## src/hdl/rx_sample_pkg.sv

```systemverilog
// Receive sample formats
// I/Q sample layout, the frame header and the output word that
// carries either one of them
package rx_sample_pkg;

   localparam int SAMPLE_W = 16;
   localparam int ADC_W    = 14;

   // Width of the FIFO fill level toward the framer
   localparam int FIFO_CNT_W = 8;

   localparam logic [7:0] HDR_MAGIC = 8'hA5;

   typedef struct packed {
      logic [SAMPLE_W-1:0] i;
      logic [SAMPLE_W-1:0] q;
   } iq_sample_t;

   typedef struct packed {
      logic [7:0]  magic;
      logic [3:0]  chan;
      logic [11:0] seq;
      logic [7:0]  len;
   } frame_hdr_t;

   // First word of a frame is a header, the rest are samples
   typedef union packed {
      frame_hdr_t hdr;
      iq_sample_t iq;
   } rx_word_u;

endpackage

```

## src/hdl/rx_regs_pkg.sv

```systemverilog
// Receive core register map
// Settings bus word addresses, the compatibility word and the
// layout of the status readback word
package rx_regs_pkg;

   typedef logic [5:0] set_addr_t;

   // Front end settings
   localparam set_addr_t REG_DC_A    = 6'd0;
   localparam set_addr_t REG_DC_B    = 6'd1;
   localparam set_addr_t REG_SWAP_IQ = 6'd2;

   // Readback only
   localparam set_addr_t REG_COMPAT = 6'd3;
   localparam set_addr_t REG_STATUS = 6'd4;

   // One block of words per receive channel
   localparam set_addr_t REG_CHAN_BASE = 6'd8;
   localparam int        CHAN_STRIDE   = 4;
   localparam int        CH_DECIM      = 0;
   localparam int        CH_CMD        = 1;
   localparam int        CH_CLEAR      = 2;

   // Continuous flag in the command word, count sits in [15:0]
   localparam int CMD_CONT_BIT = 31;

   // Major 7, minor 0
   localparam logic [31:0] COMPAT_NUM = {16'd7, 16'd0};

   // Status word fields
   localparam int STAT_RUN_LSB = 0;
   localparam int STAT_OVR_LSB = 8;

   function automatic set_addr_t chan_addr(input int ch, input int off);
      return set_addr_t'(REG_CHAN_BASE + ch * CHAN_STRIDE + off);
   endfunction

endpackage
```

## src/hdl/u2_rx_top.sv

```systemverilog
// Receive core top level
// APB settings slave, ADC front end, receive channels and the
// framer that drains them onto one output stream
module u2_rx_top import rx_regs_pkg::*, rx_sample_pkg::*; #(
   parameter int N_CHAN     = 2,
   parameter int FIFO_DEPTH = 16,
   parameter int FRAME_LEN  = 8
) (
   input  logic             dsp_clk,
   input  logic             por_rst,
   input  logic [7:0]       paddr_i,
   input  logic             psel_i,
   input  logic             penable_i,
   input  logic             pwrite_i,
   input  logic [31:0]      pwdata_i,
   output logic [31:0]      prdata_o,
   output logic             pready_o,
   output logic             pslverr_o,
   input  logic [ADC_W-1:0] adc_a_i,
   input  logic [ADC_W-1:0] adc_b_i,
   output rx_word_u         out_data_o,
   output logic             out_valid_o,
   input  logic             out_ready_i
);

   logic                  set_stb;
   set_addr_t             set_addr;
   logic [31:0]           set_data;
   iq_sample_t            fe_sample;
   logic [FIFO_CNT_W-1:0] fifo_count [N_CHAN];
   iq_sample_t            head_sample [N_CHAN];
   logic [N_CHAN-1:0]     pop;
   logic [N_CHAN-1:0]     running;
   logic [N_CHAN-1:0]     overrun;

   apb_settings #(.N_CHAN(N_CHAN)) u_apb (
      .dsp_clk(dsp_clk), .por_rst(por_rst),
      .paddr_i(paddr_i), .psel_i(psel_i), .penable_i(penable_i),
      .pwrite_i(pwrite_i), .pwdata_i(pwdata_i), .prdata_o(prdata_o),
      .pready_o(pready_o), .pslverr_o(pslverr_o),
      .running_i(running), .overrun_i(overrun),
      .set_stb_o(set_stb), .set_addr_o(set_addr), .set_data_o(set_data)
   );

   rx_frontend u_frontend (
      .dsp_clk(dsp_clk), .por_rst(por_rst),
      .set_stb_i(set_stb), .set_addr_i(set_addr), .set_data_i(set_data),
      .adc_a_i(adc_a_i), .adc_b_i(adc_b_i), .fe_sample_o(fe_sample)
   );

   // Every channel sees the same front-end stream
   for (genvar g = 0; g < N_CHAN; g++) begin : g_chan
      rx_dsp_chan #(.CHAN_ID(g), .FIFO_DEPTH(FIFO_DEPTH)) u_chan (
         .dsp_clk(dsp_clk), .por_rst(por_rst),
         .set_stb_i(set_stb), .set_addr_i(set_addr), .set_data_i(set_data),
         .fe_sample_i(fe_sample), .pop_i(pop[g]),
         .head_sample_o(head_sample[g]), .fifo_count_o(fifo_count[g]),
         .running_o(running[g]), .overrun_o(overrun[g])
      );
   end

   rx_framer #(.N_CHAN(N_CHAN), .FRAME_LEN(FRAME_LEN)) u_framer (
      .dsp_clk(dsp_clk), .por_rst(por_rst),
      .set_stb_i(set_stb), .set_addr_i(set_addr),
      .fifo_count_i(fifo_count), .head_sample_i(head_sample), .pop_o(pop),
      .out_data_o(out_data_o), .out_valid_o(out_valid_o), .out_ready_i(out_ready_i)
   );

endmodule

```

## src/hdl/rx_framer.sv

```systemverilog
// Round-robin framer
// Picks the next channel holding a full frame, sends a header and
// then FRAME_LEN samples of that channel on a valid/ready stream
module rx_framer import rx_regs_pkg::*, rx_sample_pkg::*; #(
   parameter int N_CHAN    = 2,
   parameter int FRAME_LEN = 8
) (
   input  logic                  dsp_clk,
   input  logic                  por_rst,
   input  logic                  set_stb_i,
   input  set_addr_t             set_addr_i,
   input  logic [FIFO_CNT_W-1:0] fifo_count_i [N_CHAN],
   input  iq_sample_t            head_sample_i [N_CHAN],
   output logic [N_CHAN-1:0]     pop_o,
   output rx_word_u              out_data_o,
   output logic                  out_valid_o,
   input  logic                  out_ready_i
);

   localparam int CH_W = (N_CHAN > 1) ? $clog2(N_CHAN) : 1;

   logic              in_frame;
   logic [CH_W-1:0]   cur_ch;
   logic [CH_W-1:0]   last_ch;
   logic [CH_W-1:0]   pick;
   logic              pick_ok;
   logic [7:0]        left;
   logic              load;
   logic              pop_now;
   logic [N_CHAN-1:0] clr_hit;
   logic [11:0]       seq_cnt [N_CHAN];
   frame_hdr_t        hdr;

   // Output register is free or being drained
   assign load = !out_valid_o || out_ready_i;

   always_comb begin
      for (int c = 0; c < N_CHAN; c++)
         clr_hit[c] = set_stb_i && set_addr_i == chan_addr(c, CH_CLEAR);
   end

   // Search starts one past the channel served last
   always_comb begin : rr_pick
      int idx;
      pick    = last_ch;
      pick_ok = 1'b0;
      for (int k = 1; k <= N_CHAN; k++) begin
         idx = int'(last_ch) + k;
         if (idx >= N_CHAN)
            idx = idx - N_CHAN;
         if (!pick_ok && fifo_count_i[idx] >= FRAME_LEN && !clr_hit[idx]) begin
            pick    = CH_W'(idx);
            pick_ok = 1'b1;
         end
      end
   end

   assign hdr.magic = HDR_MAGIC;
   assign hdr.chan  = 4'(pick);
   assign hdr.seq   = seq_cnt[pick];
   assign hdr.len   = 8'(FRAME_LEN);

   assign pop_now = in_frame && load && fifo_count_i[cur_ch] != '0;

   always_comb begin
      pop_o         = '0;
      pop_o[cur_ch] = pop_now;
   end

   ///////////////////////////////////////////////////////////////////////
   // Frame sequencing

   always_ff @(posedge dsp_clk) begin
      if (por_rst) begin
         in_frame    <= 1'b0;
         out_valid_o <= 1'b0;
         cur_ch      <= '0;
         last_ch     <= CH_W'(N_CHAN - 1);
         left        <= '0;
      end else if (load) begin
         if (in_frame) begin
            out_valid_o <= pop_now;
            if (pop_now) begin
               left <= left - 8'd1;
               if (left == 8'd1) begin
                  in_frame <= 1'b0;
                  last_ch  <= cur_ch;
               end
            end
         end else begin
            out_valid_o <= pick_ok;
            if (pick_ok) begin
               in_frame <= 1'b1;
               cur_ch   <= pick;
               left     <= 8'(FRAME_LEN);
            end
         end
      end
   end

   always_ff @(posedge dsp_clk) begin
      if (load) begin
         if (in_frame)
            out_data_o.iq <= head_sample_i[cur_ch];
         else
            out_data_o.hdr <= hdr;
      end
   end

   // Per-channel frame numbers, restart on a channel clear
   always_ff @(posedge dsp_clk) begin
      if (por_rst) begin
         for (int c = 0; c < N_CHAN; c++)
            seq_cnt[c] <= '0;
      end else begin
         for (int c = 0; c < N_CHAN; c++) begin
            if (clr_hit[c])
               seq_cnt[c] <= '0;
            else if (load && !in_frame && pick_ok && pick == c)
               seq_cnt[c] <= seq_cnt[c] + 12'd1;
         end
      end
   end

endmodule

```

## src/hdl/rx_dsp_chan.sv

```systemverilog
// One receive channel
// Decimates the front-end stream, runs counted or continuous stream
// commands and buffers samples for the framer, with sticky overrun
module rx_dsp_chan import rx_regs_pkg::*, rx_sample_pkg::*; #(
   parameter int CHAN_ID    = 0,
   parameter int FIFO_DEPTH = 16
) (
   input  logic                  dsp_clk,
   input  logic                  por_rst,
   input  logic                  set_stb_i,
   input  set_addr_t             set_addr_i,
   input  logic [31:0]           set_data_i,
   input  iq_sample_t            fe_sample_i,
   input  logic                  pop_i,
   output iq_sample_t            head_sample_o,
   output logic [FIFO_CNT_W-1:0] fifo_count_o,
   output logic                  running_o,
   output logic                  overrun_o
);

   localparam int AW = $clog2(FIFO_DEPTH);

   logic        decim_wr;
   logic        cmd_wr;
   logic        clear_wr;
   logic [15:0] decim;
   logic [15:0] dec_cnt;
   logic [15:0] remain;
   logic        cont;
   logic        take;
   logic        full;
   logic        push;
   logic [AW:0] wr_ptr;
   logic [AW:0] rd_ptr;
   logic [AW:0] used;
   iq_sample_t  mem [FIFO_DEPTH];

   assign decim_wr = set_stb_i && set_addr_i == chan_addr(CHAN_ID, CH_DECIM);
   assign cmd_wr   = set_stb_i && set_addr_i == chan_addr(CHAN_ID, CH_CMD);
   assign clear_wr = set_stb_i && set_addr_i == chan_addr(CHAN_ID, CH_CLEAR);

   always_ff @(posedge dsp_clk) begin
      if (por_rst)
         decim <= 16'd1;
      else if (decim_wr)
         decim <= set_data_i[15:0];
   end

   ///////////////////////////////////////////////////////////////////////
   // Stream control

   // Sample point of the decimator
   assign take = running_o && dec_cnt == '0;
   assign push = take && !full && !cmd_wr && !clear_wr;

   always_ff @(posedge dsp_clk) begin
      if (por_rst) begin
         dec_cnt   <= '0;
         remain    <= '0;
         cont      <= 1'b0;
         running_o <= 1'b0;
         overrun_o <= 1'b0;
      end else if (clear_wr) begin
         running_o <= 1'b0;
         overrun_o <= 1'b0;
      end else if (cmd_wr) begin
         cont      <= set_data_i[CMD_CONT_BIT];
         remain    <= set_data_i[15:0];
         dec_cnt   <= '0;
         running_o <= set_data_i[CMD_CONT_BIT] || set_data_i[15:0] != '0;
      end else if (take) begin
         // Decimation of 0 behaves as 1
         dec_cnt <= (decim == '0) ? '0 : decim - 16'd1;
         if (full) begin
            overrun_o <= 1'b1;
            running_o <= 1'b0;
         end else if (!cont) begin
            remain <= remain - 16'd1;
            if (remain == 16'd1)
               running_o <= 1'b0;
         end
      end else if (running_o) begin
         dec_cnt <= dec_cnt - 16'd1;
      end
   end

   ///////////////////////////////////////////////////////////////////////
   // Sample FIFO

   assign used = wr_ptr - rd_ptr;
   // Fill never exceeds the depth, so the top bit alone means full
   assign full          = used[AW];
   assign fifo_count_o  = FIFO_CNT_W'(used);
   assign head_sample_o = mem[rd_ptr[AW-1:0]];

   always_ff @(posedge dsp_clk) begin
      if (por_rst || clear_wr) begin
         wr_ptr <= '0;
         rd_ptr <= '0;
      end else begin
         if (push)
            wr_ptr <= wr_ptr + 1'b1;
         if (pop_i)
            rd_ptr <= rd_ptr + 1'b1;
      end
   end

   always_ff @(posedge dsp_clk) begin
      if (push)
         mem[wr_ptr[AW-1:0]] <= fe_sample_i;
   end

endmodule

```

## src/hdl/rx_frontend.sv

```systemverilog
// ADC front end
// Scales both ADC words to 16 bits, removes DC offsets and
// optionally swaps I and Q. Output is registered every cycle
module rx_frontend import rx_regs_pkg::*, rx_sample_pkg::*; (
   input  logic             dsp_clk,
   input  logic             por_rst,
   input  logic             set_stb_i,
   input  set_addr_t        set_addr_i,
   input  logic [31:0]      set_data_i,
   input  logic [ADC_W-1:0] adc_a_i,
   input  logic [ADC_W-1:0] adc_b_i,
   output iq_sample_t       fe_sample_o
);

   logic [SAMPLE_W-1:0] dc_a;
   logic [SAMPLE_W-1:0] dc_b;
   logic                swap;
   logic [SAMPLE_W-1:0] a_scaled;
   logic [SAMPLE_W-1:0] b_scaled;
   logic [SAMPLE_W-1:0] a_corr;
   logic [SAMPLE_W-1:0] b_corr;

   always_ff @(posedge dsp_clk) begin
      if (por_rst) begin
         dc_a <= '0;
         dc_b <= '0;
         swap <= 1'b0;
      end else if (set_stb_i) begin
         if (set_addr_i == REG_DC_A)
            dc_a <= set_data_i[SAMPLE_W-1:0];
         if (set_addr_i == REG_DC_B)
            dc_b <= set_data_i[SAMPLE_W-1:0];
         if (set_addr_i == REG_SWAP_IQ)
            swap <= set_data_i[0];
      end
   end

   // Sign extend then x4, wraps modulo 2^16
   assign a_scaled = {{(SAMPLE_W-ADC_W){adc_a_i[ADC_W-1]}}, adc_a_i} << 2;
   assign b_scaled = {{(SAMPLE_W-ADC_W){adc_b_i[ADC_W-1]}}, adc_b_i} << 2;

   assign a_corr = a_scaled - dc_a;
   assign b_corr = b_scaled - dc_b;

   always_ff @(posedge dsp_clk) begin
      fe_sample_o.i <= swap ? b_corr : a_corr;
      fe_sample_o.q <= swap ? a_corr : b_corr;
   end

endmodule

```

## src/hdl/apb_settings.sv

```systemverilog
// APB slave of the receive core
// Writes become settings bus strobes one cycle after the access
// cycle. Holds shadow copies for readback plus compat and status
module apb_settings import rx_regs_pkg::*; #(
   parameter int N_CHAN = 2
) (
   input  logic              dsp_clk,
   input  logic              por_rst,
   input  logic [7:0]        paddr_i,
   input  logic              psel_i,
   input  logic              penable_i,
   input  logic              pwrite_i,
   input  logic [31:0]       pwdata_i,
   output logic [31:0]       prdata_o,
   output logic              pready_o,
   output logic              pslverr_o,
   input  logic [N_CHAN-1:0] running_i,
   input  logic [N_CHAN-1:0] overrun_i,
   output logic              set_stb_o,
   output set_addr_t         set_addr_o,
   output logic [31:0]       set_data_o
);

   set_addr_t   word;
   set_addr_t   ch_rel;
   int unsigned ch_idx;
   int unsigned ch_off;
   logic        ch_hit;
   logic        wr_ok;
   logic        wr_acc;
   logic [31:0] status_w;
   logic [15:0] dc_a_sh;
   logic [15:0] dc_b_sh;
   logic        swap_sh;
   logic [15:0] decim_sh [N_CHAN];
   logic [31:0] cmd_sh [N_CHAN];

   ///////////////////////////////////////////////////////////////////////
   // Address decode

   assign word   = paddr_i[7:2];
   assign ch_rel = word - REG_CHAN_BASE;
   assign ch_idx = ch_rel / CHAN_STRIDE;
   assign ch_off = ch_rel % CHAN_STRIDE;
   assign ch_hit = (word >= REG_CHAN_BASE) && (ch_idx < N_CHAN);

   always_comb begin
      wr_ok = 1'b0;
      if (word == REG_DC_A || word == REG_DC_B || word == REG_SWAP_IQ)
         wr_ok = 1'b1;
      else if (ch_hit && (ch_off == CH_DECIM || ch_off == CH_CMD || ch_off == CH_CLEAR))
         wr_ok = 1'b1;
   end

   // No wait states
   assign wr_acc    = psel_i & penable_i & pwrite_i;
   assign pready_o  = psel_i;
   assign pslverr_o = wr_acc & ~wr_ok;

   ///////////////////////////////////////////////////////////////////////
   // Readback

   always_comb begin
      status_w = '0;
      status_w[STAT_RUN_LSB +: N_CHAN] = running_i;
      status_w[STAT_OVR_LSB +: N_CHAN] = overrun_i;
   end

   always_comb begin
      prdata_o = '0;
      case (word)
         REG_DC_A:    prdata_o = {16'd0, dc_a_sh};
         REG_DC_B:    prdata_o = {16'd0, dc_b_sh};
         REG_SWAP_IQ: prdata_o = {31'd0, swap_sh};
         REG_COMPAT:  prdata_o = COMPAT_NUM;
         REG_STATUS:  prdata_o = status_w;
         default: begin
            if (ch_hit && ch_off == CH_DECIM)
               prdata_o = {16'd0, decim_sh[ch_idx]};
            else if (ch_hit && ch_off == CH_CMD)
               prdata_o = cmd_sh[ch_idx];
         end
      endcase
   end

   ///////////////////////////////////////////////////////////////////////
   // Strobe and shadow registers

   always_ff @(posedge dsp_clk) begin
      if (por_rst) begin
         set_stb_o <= 1'b0;
         dc_a_sh   <= '0;
         dc_b_sh   <= '0;
         swap_sh   <= 1'b0;
         for (int c = 0; c < N_CHAN; c++) begin
            decim_sh[c] <= 16'd1;
            cmd_sh[c]   <= '0;
         end
      end else begin
         set_stb_o <= wr_acc & wr_ok;
         if (wr_acc && wr_ok) begin
            case (word)
               REG_DC_A:    dc_a_sh <= pwdata_i[15:0];
               REG_DC_B:    dc_b_sh <= pwdata_i[15:0];
               REG_SWAP_IQ: swap_sh <= pwdata_i[0];
               default: begin
                  if (ch_off == CH_DECIM)
                     decim_sh[ch_idx] <= pwdata_i[15:0];
                  if (ch_off == CH_CMD)
                     cmd_sh[ch_idx] <= pwdata_i;
               end
            endcase
         end
      end
   end

   always_ff @(posedge dsp_clk) begin
      if (wr_acc && wr_ok) begin
         set_addr_o <= word;
         set_data_o <= pwdata_i;
      end
   end

endmodule

```

## config.mk

```make
export PLATFORM = sky130hd
export DESIGN_NAME = u2_rx_top
export DESIGN_NICKNAME = d
export VERILOG_FILES = /design/src/hdl/rx_sample_pkg.sv /design/src/hdl/rx_regs_pkg.sv /design/src/hdl/u2_rx_top.sv /design/src/hdl/rx_framer.sv /design/src/hdl/rx_dsp_chan.sv /design/src/hdl/rx_frontend.sv /design/src/hdl/apb_settings.sv
export SDC_FILE = /design/constraint.sdc
export NUM_CORES = 2
export LEC_CHECK = 0
export BUFFER_PORTS_ARGS = -buffer_cell sky130_fd_sc_hd__buf_2
export CORE_UTILIZATION = 45
export CTS_CLUSTER_DIAMETER = 150
export DETAILED_ROUTE_END_ITERATION = 8
export GPL_TIMING_DRIVEN = 0
export PLACE_DENSITY = 0.6
export SLEW_MARGIN = 20
export SYNTH_ARGS = -nofsm -noshare
export SYNTH_HDL_FRONTEND = slang
export SYNTH_SLANG_ARGS = --single-unit
```

## constraint.sdc

```tcl
create_clock -name dsp_clk -period 8.3 [get_ports dsp_clk]
set_input_delay 1.66 -clock dsp_clk [delete_from_list [all_inputs] [get_ports dsp_clk]]
set_output_delay 1.66 -clock dsp_clk [all_outputs]
set_load 0.02 [all_outputs]
```

Word level (Yosys, flattened, before mapping). Memories as Yosys holds them, arrays and structs flattened. A register that Yosys moved wholly into a read port is not among the register bits. Cells that the tools add are included.

Output and inout port bits: 67. Memories: 5. RAM bits: 1144. Input port bits: 74. Register bits after elaboration: 303. Logic and storage cells: 317.

$add $sub $neg: 22. Reduce and logical (&&, ||, !) cells: 88. $lt $le $gt $ge: 13. Mux-type cells: 112. Equality and inequality tests: 24. Bitwise logic cells: 19.

Memories: g_chan[0].u_chan.mem (words 16, width 32, read ports 1, clocked after memory_dff 1, wr ports 1, line rx_dsp_chan.sv:36) `iq_sample_t mem [FIFO_DEPTH];`; g_chan[1].u_chan.mem (words 16, width 32, read ports 1, clocked after memory_dff 1, wr ports 1, line rx_dsp_chan.sv:36); u_apb.cmd_sh (words 2, width 32, read ports 1, clocked after memory_dff 0, wr ports 2, line apb_settings.sv:36) `logic [31:0] cmd_sh [N_CHAN];`; u_apb.decim_sh (words 2, width 16, read ports 1, clocked after memory_dff 0, wr ports 2, line apb_settings.sv:35) `logic [15:0] decim_sh [N_CHAN];`; u_framer.seq_cnt (words 2, width 12, read ports 3, clocked after memory_dff 0, wr ports 2, line rx_framer.sv:31) `logic [11:0] seq_cnt [N_CHAN];`.

Operators by type and width (count): two-way mux 16 bit (19); two-way mux 32 bit (8); one-hot mux 32 bit (5 select lines) (1); subtractor 16 x 1 -> 16 bit (second input constant) (6); two-way mux 8 bit (9); greater-or-equal comparator 32 x 2 -> 1 bit (second input constant) (2); greater-or-equal comparator 32 x 3 -> 1 bit (second input constant) (2); logical NOT 16 bit (4); < comparator 32 x 3 -> 1 bit (second input constant) (2); NOT 32 bit (2); subtractor 32 x 3 -> 32 bit (second input constant) (2); two-way mux 1 bit (62); two-way mux 12 bit (4); == test 6 x 4 -> 1 bit (second input constant) (6); == test 16 x 1 -> 1 bit (second input constant) (2); logical NOT 32 bit (1); OR reduction 32 bit (1); subtractor 16 bit (2); logical AND 1 bit (29); adder 12 x 1 -> 12 bit (second input constant) (2); two-way mux 21 bit (1); adder 5 x 1 -> 5 bit (second input constant) (4); AND reduction 2 bit (10); == test 6 x 2 -> 1 bit (second input constant) (3); 39 further kinds (94).

Longest topological paths before layout.
Depth after elaboration: 21. Depth in mapped cells: 12. Depth with buffers taken out: 11.

Modules after synthesis. A second synthesis with hierarchy kept.

Cell total of the unflattened synthesis: 3747. Area, all modules: 60665.7 um^2.

By module, submodules not included: rx_dsp_chan at g_chan[1].u_chan (sequential area each 16676.0 um^2, times used 1, cells each 1218, area an instance 23133.4 um^2); rx_dsp_chan at g_chan[0].u_chan (sequential area each 16676.0 um^2, times used 1, cells each 1194, area an instance 23045.9 um^2); apb_settings (sequential area each 4704.5 um^2, times used 1, cells each 547, area an instance 7229.4 um^2); rx_framer (sequential area each 1921.8 um^2, times used 1, cells each 345, area an instance 3671.0 um^2); rx_frontend (sequential area each 1301.2 um^2, times used 1, cells each 443, area an instance 3585.9 um^2).

Worst setup path after synthesis. Ideal clock, no wire load.

Path type: input to register. Start point: input paddr_i[4]. End point: memory u_apb.cmd_sh[0][0] (enable). Library setup time: 466 ps. Arrival: 5322 ps. Data required time: 7834 ps. Path buffers: 2. Slack: 2512 ps. Stages: 7. Path through: clkbuf_1 or4_1 clkbuf_1 a221o_1 nor2_1 nand2_1 o21ai_0.

RTL lines: from (decl) (line u2_rx_top.sv:11) `input logic [7:0] paddr_i,`; to (decl) (line apb_settings.sv:36).

Worst setup path in the final report.
Start point: input paddr_i[4]. End point: output prdata_o[0].

Cells in the longest elaborated chain, start to end: 7. Elaborated cells on any way between the ends: 16. Those cells by class: add/sub: 1; order compare: 2; eq/ne: 4; mux: 3; reduce/logical: 4; memory: 2.

Ends and longest elaborated chain: subtractor 6 x 4 -> 6 bit (line apb_settings.sv:42) `assign ch_rel = word - REG_CHAN_BASE;`; < comparator 4 x 2 -> 1 bit (line apb_settings.sv:45) `assign ch_hit = (word >= REG_CHAN_BASE) && (ch_idx < N_CHAN);`; logical AND 1 bit (line apb_settings.sv:45); logical AND 1 bit (line apb_settings.sv:80) `else if (ch_hit && ch_off == CH_CMD)`; two-way mux 32 bit (line apb_settings.sv:80); two-way mux 32 bit (line apb_settings.sv:78) `if (ch_hit && ch_off == CH_DECIM)`; one-hot mux 32 bit (5 select lines) * (line apb_settings.sv:71) `case (word)`; to (decl) (line u2_rx_top.sv:16) `output logic [31:0] prdata_o,`.

Every way passes the cells marked *; elsewhere a longest branch is shown, timed or not.

==> impl_results.md <==
* Status: finished, final reports clean
* Resized cells post-CTS at 0
* Minimum period implied by the final worst setup slack at slightly above 6000 ps
* Setup ws final at between 2000 and 2500 ps
* Critical path data arrival time at around 4400 ps
* Detailed Place HPWL at about 100000 µm
* Crit. End Element: output port
* Number of optimization iterations in the first detailed-route pass at 6
* Top Ports at approximately 140
* Achievable clock frequency at approximately 160 MHz
* Leakage power at about 22 nW
* CTS tree: yes
* Drt wl/cell at about 26 µm
* Unrepaired setup endpoints after global routing: false
* Instance count of the mapped netlist at approximately 3700
* Number of buffers created by CTS at ~150
* Total power density per cell area at 221 mW/mm²
* Synth warn at 0
* Layout overhead on the synthesized area at 15.7%
* Worst slew margin at between 10% and 20%
* Kind of start point of the critical path: input port
* Clock latency of the later-clocked register in the worst-skew pair at roughly 790 ps
* Number of antenna violations at the first check in global routing at 3
* CP delay by family, top: simple AND/OR/NAND/NOR gates
* Highest fanout seen on the critical path at 10
* Via count of the first global-routing pass at 33500
* Type of the setup path with the least slack: in -> out
* Die Y-Extent at approximately 370 µm
* Cell accounting for the most synthesized area: edfxtp_1
* Count of buffering cells on the critical path with inverters included at 5
* Cell mode on critical path: clkbuf_1
* Share of cells above drive strength 1 at 21.1%
* Post-detailed-route count of antenna-violating nets at 0
* Switching pwr at 3.20 mW
* Syn Std Cell Area at about 0.06 mm²
* H-Tree Depth at 4
* Clock network power share at roughly 45%
* Critical path, cell by cell: buf_2 -> clkbuf_1 -> or4_1 -> clkbuf_1 -> nor3_1 -> clkbuf_1 -> a21oi_1 -> nand3_1 -> buf_2
* PortBufs at 137
* Area contributors post-synth: edfxtp_1 (61%), mux4_2 (12%), dfxtp_1 (8.1%)
* Number of buffers between clock root and the deepest sink at 3
* Vias post-DR at 33900
* Number of buffers added to fix hold violations after cts at 0
* Final nets at about 4200
* Mean post-synth cell area at approximately 16 µm²
* DR DRC count at 0
* Final period util at 73.0%
* Count of flip-flops with a built-in enable after synthesis at about 1200
* Count of filler cells inserted in the layout at 10600
* Initial cell density of the core at between 40% and 50%
* Internal Pwr Total at ~12 mW
* Worst Skew at 51.0 ps
* Overflow left after global routing at 0
* Post-synth top flop: edfxtp_1
* Total core area at 0.130 mm²
* Max-slew violation count at 0
* Share of total power in combinational logic at under 10%
* Post-synthesis sequential area ratio at between 60% and 70%
* MaxCap Viol Count at 0
* Synth Net Count at ~3800
* Setup slack at placement at about 2300 ps
* Reg clk slew, reported paths at ~60 ps
* Placer's final routability congestion estimate at ~0.86
* Final Setup Violations at 0
* Share of power burned in registers at 53.7%
* Die ar. at ~0.13 mm²
* Site row count at between 100 and 150
* Global-route usage over all layers at 22.9%
* Vias per cell at between 5 and 6
* Die boundary width at approximately 370 µm
* Buffer cell driving the clock tree root: clkbuf_16
* Synth cell count leaders: edfxtp_1 (1199), mux4_2 (320), nand2_1 (276), nor2_1 (257), dfxtp_1 (241)
* Count of distinct cell types in the synthesized netlist at 89
* Buffers inserted during post-CTS setup optimization at 0
* Critical-path top delay cell: nor3_1
* Dpl cell area at 0.0636 mm²
* Switching Fraction at approximately a fifth
* Proportion of synthesized flip-flops having asynchronous set or reset at 0%
* Final Cell Area at just under 0.07 mm²
* Iteration-0 DRC Markers at approximately 3200
* Wire length of the first global-routing pass at around 220000 µm
* Largest stage delay on the critical path at 730 ps
* Power Total at 15.2 mW
* Worst min-delay path class: reg -> reg
* Aggregate routed wire length at roughly 150000 µm
* Slew of the pin with the lowest slew margin at around 1300 ps
* Final Hold Fails at 0
* Count of state elements after synthesis at 1440
* IR Drop Worst-Case VDD at between 0.15 and 0.2 mV
* Area share of the leading cell type in the synthesized netlist at 60.7%
* Number of clock sinks seen by CTS at around 1400
* Final-layout setup total negative slack at 0 ps
* Top-count cell post-synth: edfxtp_1
* Data required time at the worst endpoint at 6640 ps
* Hold slack final at between 400 and 500 ps
* Maximum number of pins on one net before global-route repair at 37
metrics by stage:
step                instances  util [%]
finish                   5894      52.7
global route             5893      52.7
CTS                      5892      52.7
detailed placement       5614      48.8
global placement         5541      47.8
floorplan                3662         -
cell families (layout without fill, tap and decap cells):
kind of cell	after synthesis	in the layout	share of synthesized area, %
buffers and inverters	251	740	1.63
adder cells (fa/ha/maj)	63	63	1.35
AND/OR/NAND/NOR	924	924	7.56
AO/OA/AOI/OAI	398	398	4.21
XOR/XNOR	110	110	1.62
other	0	1	0
flip-flops	1440	1440	68.8
multiplexers	476	476	14.8
worst paths after layout:
kind	start	end	slack, ps	cells after the start
setup / recovery	paddr_i[4]	prdata_o[0]	2240	9
hold / removal	u_frontend.dc_b[7]$_SDFFE_PP0P_	u_frontend.dc_b[7]$_SDFFE_PP0P_	450	2
setup reg to reg	g_chan[0].u_chan.wr_ptr[0]$_SDFFE_PP0P_	g_chan[0].u_chan.mem[3][4]$_DFFE_PP_	3810	14
hold reg to reg	u_frontend.dc_b[7]$_SDFFE_PP0P_	u_frontend.dc_b[7]$_SDFFE_PP0P_	450	2
layer usage:
metal | up-vias | part of all wire [%] | global-route usage (%)
li1 | 15000 | - | -
met1 | 17600 | 43 | 31.5
met2 | 1075 | 49 | 37.6
met3 | 223 | 5.7 | 3.70
met4 | 0 | 2.8 | 6.95
met5 | - | 0 | 0
layout make-up:
cell class | instances | area, µm² | share of cell area, %
tap | 1742 | 2180 | 3.18
timing repair buffer | 211 | 1810 | 2.64
inverter | 77 | 289 | 0.421
multi-input combinational | 1971 | 17800 | 25.9
buffer | 174 | 689 | 1.00
clock inverter | 82 | 935 | 1.36
clock buffer | 196 | 4070 | 5.93
antenna | 1 | 2.50 | 0.00365
sequential | 1440 | 40900 | 59.5
worst min-delay path, cell delays in order (launching register included):
cell	delay, ps
dfxtp_1	310
nand2_1	50
a21oi_1	50
power by group through the flow:
stage                     combinational (mW)  sequential [mW]  clock (mW)
after detailed placement               0.249             8.31           0
after global routing                   0.269             8.16        7.17
after global placement                 0.245             8.30           0
final                                  0.247             8.15        6.78
after floorplan                        0.134             8.21           0
after CTS                              0.249             8.16        6.89
cell usage in the layout, fill, tap and decap left out, drive strengths merged, types with 10 or more instances in the layout:
cell and count:
a31oi 13, nor4 27, a21o 10, xnor2 57, nand2 277, or3 21
edfxtp 1199, a22oi 16, ha 61, o21ai 85, clkbuf 328, a211oi 14
nand3 59, mux4 320, mux2 12, nand4 11, o22ai 22, and2 101
buf 253, bufinv 14, and3 18, mux2i 144, or4 12, dfxtp 241
inv 83, clkinv 59, a221o 13, nor2 257, nor3 75, a21boi 19
nand2b 20, xor2 53, a21oi 140
flip-flops by register name, summed over array words and instances (netlist names), 6 cells and up, named ones only:
signal / flops
g_chan.u_chan.dec_cnt: 32
g_chan.u_chan.decim: 32
g_chan.u_chan.mem: 1024
g_chan.u_chan.rd_ptr: 10
g_chan.u_chan.remain: 32
g_chan.u_chan.wr_ptr: 10
u_apb.cmd_sh: 64
u_apb.dc_a_sh: 16
u_apb.dc_b_sh: 16
u_apb.decim_sh: 32
u_apb.set_addr_o: 6
u_apb.set_data_o: 17
u_framer.left: 8
u_framer.out_data_o: 32
u_framer.seq_cnt: 24
u_frontend.dc_a: 16
u_frontend.dc_b: 16
u_frontend.fe_sample_o: 32
Note: power is estimated with default switching activity, not from simulation.
